File: src/rtl/dcachePkg.sv
// cache geometry constants, pipeline request and memory command structs, cache line union
`default_nettype none

package dcachePkg;

    // byte address split as tag | index | offset
    localparam int addrWidth = 16;
    localparam int wordBytes = 4;
    localparam int lineWords = 4;
    localparam int lineBytes = 16;
    localparam int offsetWidth = 4;
    localparam int indexWidth = 4;
    localparam int numLines = 16;
    localparam int tagWidth = 8;
    localparam int blockAddrWidth = 12;

    // one line, seen either as words or as bytes
    typedef union packed {
        logic [lineWords-1:0][wordBytes*8-1:0] words;
        logic [lineBytes-1:0][7:0] bytes;
    } cacheLine;

    // pipeline access, held unchanged while stalled
    typedef struct packed {
        logic read;
        logic write;
        logic [addrWidth-1:0] addr;
        logic [wordBytes-1:0] byteEnable;
        logic [wordBytes*8-1:0] wdata;
    } cpuRequest;

    // one memory transaction, a whole line either way
    typedef struct packed {
        logic write;
        logic [blockAddrWidth-1:0] blockAddr;
        cacheLine line;
    } memCommand;

endpackage

`default_nettype wire
File: src/rtl/dataCache.sv
// top level joining miss controller and storage array to pipeline and memory
`default_nettype none

module dataCache (
    input  wire logic clock,
    input  wire logic reset,
    input  wire dcachePkg::cpuRequest cpuReq,
    input  wire logic memAck,
    input  wire dcachePkg::cacheLine memRdata,
    output logic [dcachePkg::wordBytes*8-1:0] rdata,
    output logic stall,
    output logic memReq,
    output dcachePkg::memCommand memCmd
);

    // array status back to the controller
    logic hit;
    logic victimDirty;
    logic [dcachePkg::tagWidth-1:0] victimTag;
    dcachePkg::cacheLine readLine;

    // controller strobes into the array
    logic hitWrite;
    logic fillWrite;
    dcachePkg::cacheLine fillLine;

    dcacheController u_dcacheController (
        .clock(clock),
        .reset(reset),
        .request(cpuReq),
        .hit(hit),
        .victimDirty(victimDirty),
        .victimTag(victimTag),
        .readLine(readLine),
        .memAck(memAck),
        .memRdata(memRdata),
        .stall(stall),
        .hitWrite(hitWrite),
        .fillWrite(fillWrite),
        .fillLine(fillLine),
        .rdata(rdata),
        .memReq(memReq),
        .memCmd(memCmd)
    );

    // array sees the held request address and store data directly
    dcacheArray u_dcacheArray (
        .clock(clock),
        .reset(reset),
        .addr(cpuReq.addr),
        .hitWrite(hitWrite),
        .fillWrite(fillWrite),
        .byteEnable(cpuReq.byteEnable),
        .wdata(cpuReq.wdata),
        .fillLine(fillLine),
        .hit(hit),
        .victimDirty(victimDirty),
        .victimTag(victimTag),
        .readLine(readLine)
    );

endmodule

`default_nettype wire

File: src/rtl/dcacheController.sv
// hit path, miss FSM with writeback, fetch and fill, four-phase memory handshake
`default_nettype none

module dcacheController (
    input  wire logic clock,
    input  wire logic reset,
    input  wire dcachePkg::cpuRequest request,
    input  wire logic hit,
    input  wire logic victimDirty,
    input  wire logic [dcachePkg::tagWidth-1:0] victimTag,
    input  wire dcachePkg::cacheLine readLine,
    input  wire logic memAck,
    input  wire dcachePkg::cacheLine memRdata,
    output logic stall,
    output logic hitWrite,
    output logic fillWrite,
    output dcachePkg::cacheLine fillLine,
    output logic [dcachePkg::wordBytes*8-1:0] rdata,
    output logic memReq,
    output dcachePkg::memCommand memCmd
);

    typedef enum logic [2:0] {
        idle,
        writeBack,
        writeBackRelease,
        fetch,
        fetchRelease,
        fill
    } stateType;

    stateType state;
    stateType nextState;

    logic validReq;
    logic isStore;
    logic [dcachePkg::indexWidth-1:0] index;
    logic [1:0] wordSel;

    // fetched block held until the fill cycle
    dcachePkg::cacheLine lineReg;

    // exactly one of read or write
    assign validReq = request.read ^ request.write;
    assign isStore = request.write && !request.read;
    assign index = request.addr[dcachePkg::offsetWidth +: dcachePkg::indexWidth];
    assign wordSel = request.addr[3:2];

    // read hit path with zero added latency
    assign rdata = readLine.words[wordSel];

    assign hitWrite = (state == idle) && isStore && hit;
    assign fillWrite = (state == fill);

    // stall on the miss cycle itself and then for the whole miss
    assign stall = (state != idle) || (validReq && !hit);

    assign memReq = (state == writeBack) || (state == fetch);

    // victim line goes out on writeback while read commands ignore the line field
    always_comb begin
        memCmd.write = (state == writeBack);
        memCmd.line = readLine;
        if (state == writeBack) begin
            memCmd.blockAddr = {victimTag, index};
        end else begin
            memCmd.blockAddr = request.addr[dcachePkg::addrWidth-1:dcachePkg::offsetWidth];
        end
    end

    always_ff @(posedge clock or negedge reset) begin
        if (!reset) begin
            state <= idle;
        end else begin
            state <= nextState;
        end
    end

    always_comb begin
        nextState = state;
        case (state)
            idle: begin
                if (validReq && !hit) begin
                    nextState = victimDirty ? writeBack : fetch;
                end
            end
            writeBack: begin
                if (memAck) begin
                    nextState = writeBackRelease;
                end
            end
            writeBackRelease: begin
                // wait for memory to close the handshake
                if (!memAck) begin
                    nextState = fetch;
                end
            end
            fetch: begin
                if (memAck) begin
                    nextState = fetchRelease;
                end
            end
            fetchRelease: begin
                if (!memAck) begin
                    nextState = fill;
                end
            end
            fill: begin
                nextState = idle;
            end
            default: begin
                nextState = idle;
            end
        endcase
    end

    // memRdata is only valid while memAck is high
    always_ff @(posedge clock) begin
        if ((state == fetch) && memAck) begin
            lineReg <= memRdata;
        end
    end

    // merge the enabled store bytes into the fetched block
    always_comb begin
        fillLine = lineReg;
        if (isStore) begin
            for (int b = 0; b < dcachePkg::wordBytes; b++) begin
                if (request.byteEnable[b]) begin
                    fillLine.bytes[wordSel * dcachePkg::wordBytes + b] =
                        request.wdata[8*b +: 8];
                end
            end
        end
    end

    // handshake rules seen at the memory port
    assert property (@(posedge clock) disable iff (!reset) $fell(memReq) |-> $past(memAck))
        else $error("memReq dropped before memAck");

    assert property (@(posedge clock) disable iff (!reset) $rose(memReq) |-> !memAck)
        else $error("memReq raised while memAck high");

    assert property (@(posedge clock) disable iff (!reset)
        (memReq && $past(memReq)) |-> $stable(memCmd))
        else $error("memCmd changed during a transaction");

endmodule

`default_nettype wire

File: src/rtl/dcacheArray.sv
// direct-mapped tag, valid, dirty and data storage with hit detect and line update
`default_nettype none

module dcacheArray (
    input  wire logic clock,
    input  wire logic reset,
    input  wire logic [dcachePkg::addrWidth-1:0] addr,
    input  wire logic hitWrite,
    input  wire logic fillWrite,
    input  wire logic [dcachePkg::wordBytes-1:0] byteEnable,
    input  wire logic [dcachePkg::wordBytes*8-1:0] wdata,
    input  wire dcachePkg::cacheLine fillLine,
    output logic hit,
    output logic victimDirty,
    output logic [dcachePkg::tagWidth-1:0] victimTag,
    output dcachePkg::cacheLine readLine
);

    logic [dcachePkg::indexWidth-1:0] index;
    logic [dcachePkg::tagWidth-1:0] tag;
    logic [1:0] wordSel;

    // per-line state
    logic [dcachePkg::numLines-1:0] valid;
    logic [dcachePkg::numLines-1:0] dirty;
    logic [dcachePkg::tagWidth-1:0] tags [dcachePkg::numLines];
    dcachePkg::cacheLine lines [dcachePkg::numLines];

    // stored line with the store bytes patched in
    dcachePkg::cacheLine hitLine;

    assign index = addr[dcachePkg::offsetWidth +: dcachePkg::indexWidth];
    assign tag = addr[dcachePkg::addrWidth-1 -: dcachePkg::tagWidth];
    assign wordSel = addr[3:2];

    // lookup is purely combinational from the address
    assign readLine = lines[index];
    assign victimTag = tags[index];
    assign hit = valid[index] && (tags[index] == tag);
    assign victimDirty = valid[index] && dirty[index];

    always_comb begin
        hitLine = readLine;
        for (int b = 0; b < dcachePkg::wordBytes; b++) begin
            if (byteEnable[b]) begin
                hitLine.bytes[wordSel * dcachePkg::wordBytes + b] = wdata[8*b +: 8];
            end
        end
    end

    always_ff @(posedge clock or negedge reset) begin
        if (!reset) begin
            valid <= '0;
            dirty <= '0;
        end else if (fillWrite) begin
            valid[index] <= 1'b1;
            // a store that missed sets dirty on its completing hit write
            // one cycle after the fill
            dirty[index] <= 1'b0;
        end else if (hitWrite) begin
            dirty[index] <= 1'b1;
        end
    end

    always_ff @(posedge clock) begin
        if (fillWrite) begin
            tags[index] <= tag;
            lines[index] <= fillLine;
        end else if (hitWrite) begin
            lines[index] <= hitLine;
        end
    end

    // controller never fills and stores in the same cycle
    assert property (@(posedge clock) disable iff (!reset) !(hitWrite && fillWrite))
        else $error("hitWrite and fillWrite high together");

endmodule

`default_nettype wire

File: config.mk
export PLATFORM = sky130hd
export DESIGN_NAME = dataCache
export DESIGN_NICKNAME = d
export VERILOG_FILES = /design/src/rtl/dcachePkg.sv /design/src/rtl/dataCache.sv /design/src/rtl/dcacheController.sv /design/src/rtl/dcacheArray.sv
export SDC_FILE = /design/constraint.sdc
export NUM_CORES = 2
export LEC_CHECK = 0
export BUFFER_PORTS_ARGS = -buffer_cell sky130_fd_sc_hd__buf_4
export CAP_MARGIN = 20
export CORE_MARGIN = 8
export CORE_UTILIZATION = 56
export CTS_CLUSTER_DIAMETER = 30
export DETAILED_ROUTE_END_ITERATION = 10
export HOLD_SLACK_MARGIN = 0.08
export PLACE_DENSITY = 0.76
export SYNTH_ARGS = -nofsm -noshare
export SYNTH_HDL_FRONTEND = slang
export SYNTH_SLANG_ARGS = --single-unit
File: constraint.sdc
create_clock -name clock -period 9.15 [get_ports clock]
set_input_delay 1.83 -clock clock [delete_from_list [all_inputs] [get_ports clock]]
set_output_delay 1.83 -clock clock [all_outputs]
set_load 0.05 [all_outputs]
; ---- Word-level counts from Yosys, hierarchy flattened
; Memory sizes are Yosys's and may differ from the RTL's.
; Cells that the tools add are included.
; W data, S select, Z words.
[op_classes]
add_sub_neg = 3
magnitude_cmp = 11
eq_ne = 11
muxes = 52
bitwise_logic = 6
reduce_logical = 20
[ops]
columns = cell, n
row1 = $mux W128, 13
row2 = $bwmux W128, 8
row3 = $demux W8 S4, 3
row4 = $ge A32 B1 Y1 const B, 3
row5 = $lt A32 B5 Y1 const B, 3
row6 = $bmux W32 S2, 1
row7 = $mux W16, 2
row8 = $mux W32, 1
row9 = $mux W8, 4
row10 = $or A16 B16 Y16, 2
row11 = $and A16 B16 Y16, 1
row12 = $demux W8 S2, 1
row13 = $not A16 Y16, 1
row14 = $mux W3, 5
row15 = $pmux W3 S5, 1
row16 = $logic_and A1 B1 Y1, 12
row17 = $mux W12, 1
row18 = $add A4 B2 Y5 const B, 2
row19 = $lt A4 B5 Y1 const B, 2
row20 = $ne A2 B2 Y1 const B, 5
row21 = $bmux W1 S4, 2
row22 = $eq A8 B8 Y1, 1
row23 = $ge A4 B1 Y1 const B, 2
row24 = $mux W1, 8
row25 = 15 further kinds, 19
[word_totals]
ff_bits = 163
mem_bits_rw = 2176
input_bits = 185
out_inout_bits = 175
mem_count = 2
[mem_list]
columns = memory, words, width, rd, rd_clocked_by_memory_dff, write_ports, line_no
row1 = u_dcacheArray.lines, 16, 128, 1, 0, 1, dcacheArray.sv:27  ; dcachePkg::cacheLine lines [dcachePkg::numLines];
row2 = u_dcacheArray.tags, 16, 8, 1, 0, 1, dcacheArray.sv:26  ; logic [dcachePkg::tagWidth-1:0] tags [dcachePkg::numLines];

; ---- Depth between registers and ports, before layout
[logic_depth]
word_depth = 17
depth_mapped = 13
ltp_nobuf = 7

; ---- By module
; Synthesis repeated with hierarchy kept, for this count alone.
[hier_totals]
hier_cells = 4118
hier_area_um2 = 93576.0
[modules_own_cells]
columns = module, instances, cells_each, area_per_inst_um2
row1 = dcacheArray, 1, 3631, 85724.7
row2 = dcacheController, 1, 487, 7851.3

; ---- Worst setup path after synthesis
; Ideal clock, no wire load.
[synth_path]
kind = in2reg
from = input port cpuReq[41] (netlist name)
to = memory u_dcacheArray.lines[10][0] (netlist name), enable pin
setup_ns = 0.658
arrival_ns = 9.999
setup_slack_ns = -1.507
path_stages = 10
cell_sequence = buf_6 > mux4_1 > mux4_2 > xnor2_1 > and2_1 > o2111ai_1 > or2_0 > clkbuf_1 > clkbuf_1 > a21oi_1
[synth_via]
elab_chain_cells = 8
elab_cells_between_ends = 10
classes_between = eq/ne: 1 / mux: 5 / bitwise: 1 / reduce/logical: 2 / memory: 1
[synth_lines]
columns = item, line_no
row1 = start: declaration, dataCache.sv:7  ; input wire dcachePkg::cpuRequest cpuReq,
row2 = $mem_v2 Z16 W8 / $bmux W1 S4 (equally long branches), --
row3 = $eq A8 B8 Y1 / $mux W1 (equally long branches), dcacheArray.sv:39  ; assign hit = valid[index] && (tags[index] == tag);
row4 = $logic_and A1 B1 Y1, dcacheArray.sv:39
row5 = $logic_and A1 B1 Y1, dcacheController.sv:52  ; assign hitWrite = (state == idle) && isStore && hit;
row6 = $mux W1, dcacheArray.sv:69  ; end else if (hitWrite) begin
row7 = $mux W1, dcacheArray.sv:66  ; if (fillWrite) begin
row8 = $mux W1 (not written as such), dcacheArray.sv:70  ; lines[index] <= hitLine;
row9 = $or A1 B1 Y1 (no source line), --
row10 = end: declaration, dcacheArray.sv:27
; Several ways; a longest one is shown, not always the timed one. The select of a mux whose other input is x is not followed.

; ---- Worst setup path in the final report
[layout_path]
from = input port cpuReq[41] (netlist name)
to = output port rdata[27] (netlist name)
[layout_via]
elab_chain_cells = 3
[layout_lines]
columns = item, line_no
row1 = $mem_v2 Z16 W128, --
row2 = $bmux W32 S2, dcacheController.sv:50  ; assign rdata = readLine.words[wordSel];
row3 = $mux W32 (not written as such), dcacheController.sv:50
row4 = end: declaration, dataCache.sv:10  ; output logic [dcachePkg::wordBytes*8-1:0] rdata,
; No other way between the ends. The select of a mux whose other input is x is not followed.

==> impl_metrics.env <==
export IMPL_status="completed"
export IMPL_ys_warn_count=0
export IMPL_synth_edf_count=2304
export IMPL_grt_max_degree=125
export IMPL_synthesis_instances=4124
export IMPL_path_cells="buf_8, buf_12, buf_4, mux4_2, mux4_2, mux4_2, buf_4"
export IMPL_required_ps=7320
export IMPL_rsz0062_at_grt="no"
export IMPL_max_freq_mhz=137.5
export IMPL_relSlewSlack_pct=10.78
export IMPL_dieWidth_um=421.3
export IMPL_hold_viol=0
export IMPL_async_flop_share_pct=1.496
export IMPL_ctsHoldBuffers=0
export IMPL_skew_ps=85.33
export IMPL_drive_gt1_share_pct=38.72
export IMPL_cp_buffers_inverters=4
export IMPL_leakagePower_nw=37.61
export IMPL_crit_path_start_kind="primary input"
export IMPL_worstPathMaxFanout=97
export IMPL_yosysSeqAreaShare_pct=76.17
export IMPL_cts_tree="yes"
export IMPL_finalSetupViolCount=0
export IMPL_grt_pass1_wl_um=394400
export IMPL_worst_pin_slew_ps=1338
export IMPL_clockBufferDepth=4
export IMPL_wl_per_cell_um=37.87
export IMPL_grt_pass1_vias=53870
export IMPL_drt_total_wl_um=279700
export IMPL_hold_slack_ps=468.3
export IMPL_viasPerCell=6.930
export IMPL_hold_path_class="flip-flop to flip-flop"
export IMPL_irDropWorstVdd_uv=232.1
export IMPL_ys_ff_latch=2339
export IMPL_grtUsageTotal_pct=31.00
export IMPL_path_class="primary input to output port"
export IMPL_netlist_area_mm2=0.09198
export IMPL_initial_core_util_pct=56.44
export IMPL_clock_sinks=2339
export IMPL_area_delta_synth_final_pct=22.70
export IMPL_cts_buffers_inserted=418
export IMPL_clk_latency_ps=980
export IMPL_post_cts_setup_buffers=0
export IMPL_antenna_left=0
export IMPL_layout_common_cells="edfxtp_1 (2304), mux4_2 (702), buf_4 (527), clkbuf_16 (426), inv_1 (158)"
export IMPL_vias=51190
export IMPL_critPathTopFamily="buffers and inverters"
export IMPL_ctsResizeCount=0
export IMPL_std_cell_rows=148
export IMPL_hpwlAfterDp_um=139300
export IMPL_final_common_cell="edfxtp_1"
export IMPL_fin_crit_ps=7272
export IMPL_root_buffer="clkbuf_16"
export IMPL_cpMostUsedCell="mux4_2"
export IMPL_synth_area_per_cell_um2=22.30
export IMPL_drtIter0Drc=7758
export IMPL_remaining_drc_errors=0
export IMPL_nets=5054
export IMPL_portBuffers=357
export IMPL_cp_arrival_ps=5440
export IMPL_cpMaxStageDelayCell="mux4_2"
export IMPL_ys_flop_type="edfxtp_1"
export IMPL_antenna_found_initial=7
export IMPL_pin_count=360
export IMPL_core_area_mm2=0.1630
export IMPL_n_fill_cell=9175
export IMPL_die_h_um=421.3
export IMPL_slowest_delay_ps=600
export IMPL_register_area_mm2=0.07006
export IMPL_clkSlewWorstSetupHoldPaths_ps=40
export IMPL_die_area_mm2=0.1775
export IMPL_place_congestion=0.8412
export IMPL_first_pass_iters=6
export IMPL_maxSlewViolCount=0
export IMPL_power_density_mw_per_mm2=271.2
export IMPL_htree_levels=5
export IMPL_end_kind="output port"
export IMPL_maxCapViolations=0
export IMPL_syn_nets=4310
export IMPL_period_share_pct=79.48
export IMPL_synth_cell_types=57
export IMPL_grt_overflow=0
export IMPL_finalSetupTns_ps=0
export IMPL_multi_input_area_mm2=0.02045
worst paths after layout:
kind	from	to	slack, ps	depth (start not counted)
setup / recovery	cpuReq[41]	rdata[27]	1880	7
hold / removal	u_dcacheArray.valid[9]	u_dcacheArray.valid[9]	470	1
setup reg to reg	u_dcacheArray.tags[6][6]	u_dcacheArray.lines[4][74]	4020	9
hold reg to reg	u_dcacheArray.valid[9]	u_dcacheArray.valid[9]	470	1
max in group asynchronous	reset	u_dcacheArray.valid[9]	7930	1
min in group asynchronous	reset	u_dcacheController.state[1]	860	1
cell type report:
class / count / area share, %
Timing Repair Buffer: 570 / 4.236
Multi-Input combinational cell: 1380 / 18.12
Sequential cell: 2339 / 62.08
Inverter: 159 / 0.5288
Antenna cell: 9 / 0.01996
Clock inverter: 285 / 2.956
Tap cell: 2175 / 2.411
Clock buffer: 469 / 9.642
synth_stat cells, types with 3 or more instances:
cell type	instances	area [µm²]
or2_2	6	37.54
buf_1	67	251.5
nand3_1	32	160.2
a31o_2	3	26.28
buf_4	7	52.55
o21ai_0	15	75.07
and3b_1	3	26.28
a22o_1	5	43.79
xnor2_1	9	78.83
nor3_1	6	30.03
buf_6	10	112.6
a21oi_1	19	95.09
a211oi_1	129	968.4
clkbuf_1	115	431.7
and3_1	6	37.54
o21ai_1	11	55.05
dfrtp_1	35	875.8
a41oi_2	8	130.1
inv_1	158	593.1
nand4_1	5	31.28
mux4_2	702	15810
a41oi_4	8	220.2
and2_1	16	100.1
mux2i_1	30	300.3
buf_2	44	220.2
nor4_1	130	813.3
nand2b_1	13	81.33
nor2b_1	8	50.05
nand2_1	36	135.1
nor2_1	147	551.8
edfxtp_1	2304	69190
a22oi_1	6	45.04
sequential cells by signal, summed over array words and instances (netlist names), named ones only:
name	cells
u_dcacheArray.lines	2048
u_dcacheArray.tags	128
u_dcacheArray.valid	16
u_dcacheController.lineReg	128
u_dcacheController.state	3
worst register-to-register path, cell delays in order, from the launching register on:
cell       delay (ps)
edfxtp_1          370
mux4_1            530
mux4_2            530
xnor2_1           350
and2_1            240
o2111ai_4         430
or2_2             540
buf_4             320
a21oi_4           770
buf_12            570
layer usage:
layer | part of all wire [%] | routed length (µm) | track usage [%]
met1 | 32 | 90200 | 37.37
met2 | 48 | 135300 | 49.68
met3 | 12 | 32300 | 8.121
met4 | 7.8 | 21870 | 20.64
met5 | 0 | 0 | 0
metrics by stage:
step | std cells | power [mW] | setup WS, ps | instance area [µm²] | utilization (%)
after global placement | 6618 | 14.92 | 1716 | 98530 | 60.47
after global routing | 7378 | 31.21 | 1800 | 112800 | 69.24
after floorplan | 4124 | 13.99 | -1507 | 91980 | -
after detailed placement | 6621 | 14.99 | 1850 | 98590 | 60.50
after CTS | 7375 | 30.65 | 1925 | 112800 | 69.23
final | 7386 | 30.61 | 1878 | 112900 | 69.26
where the power goes:
group          leakage, nW  internal (mW)  switching, mW
logic                 9.58          0.774           1.71
clock network         6.84           10.3           5.47
registers             21.2           12.3         0.0973
total                 37.6           23.3           7.28
cells by family after synthesis:
group                    count (synthesis)  synth area share (%)
AND/OR/NAND/NOR                        414                 2.281
adder cells (fa/ha/maj)                  1               0.01360
XOR/XNOR                                 9               0.08570
flip-flops                            2339                 76.17
multiplexers                           737                 17.62
AO/OA/AOI/OAI                          219                 1.974
buffers and inverters                  405                 1.857
Power figures use the tool's default switching activity.
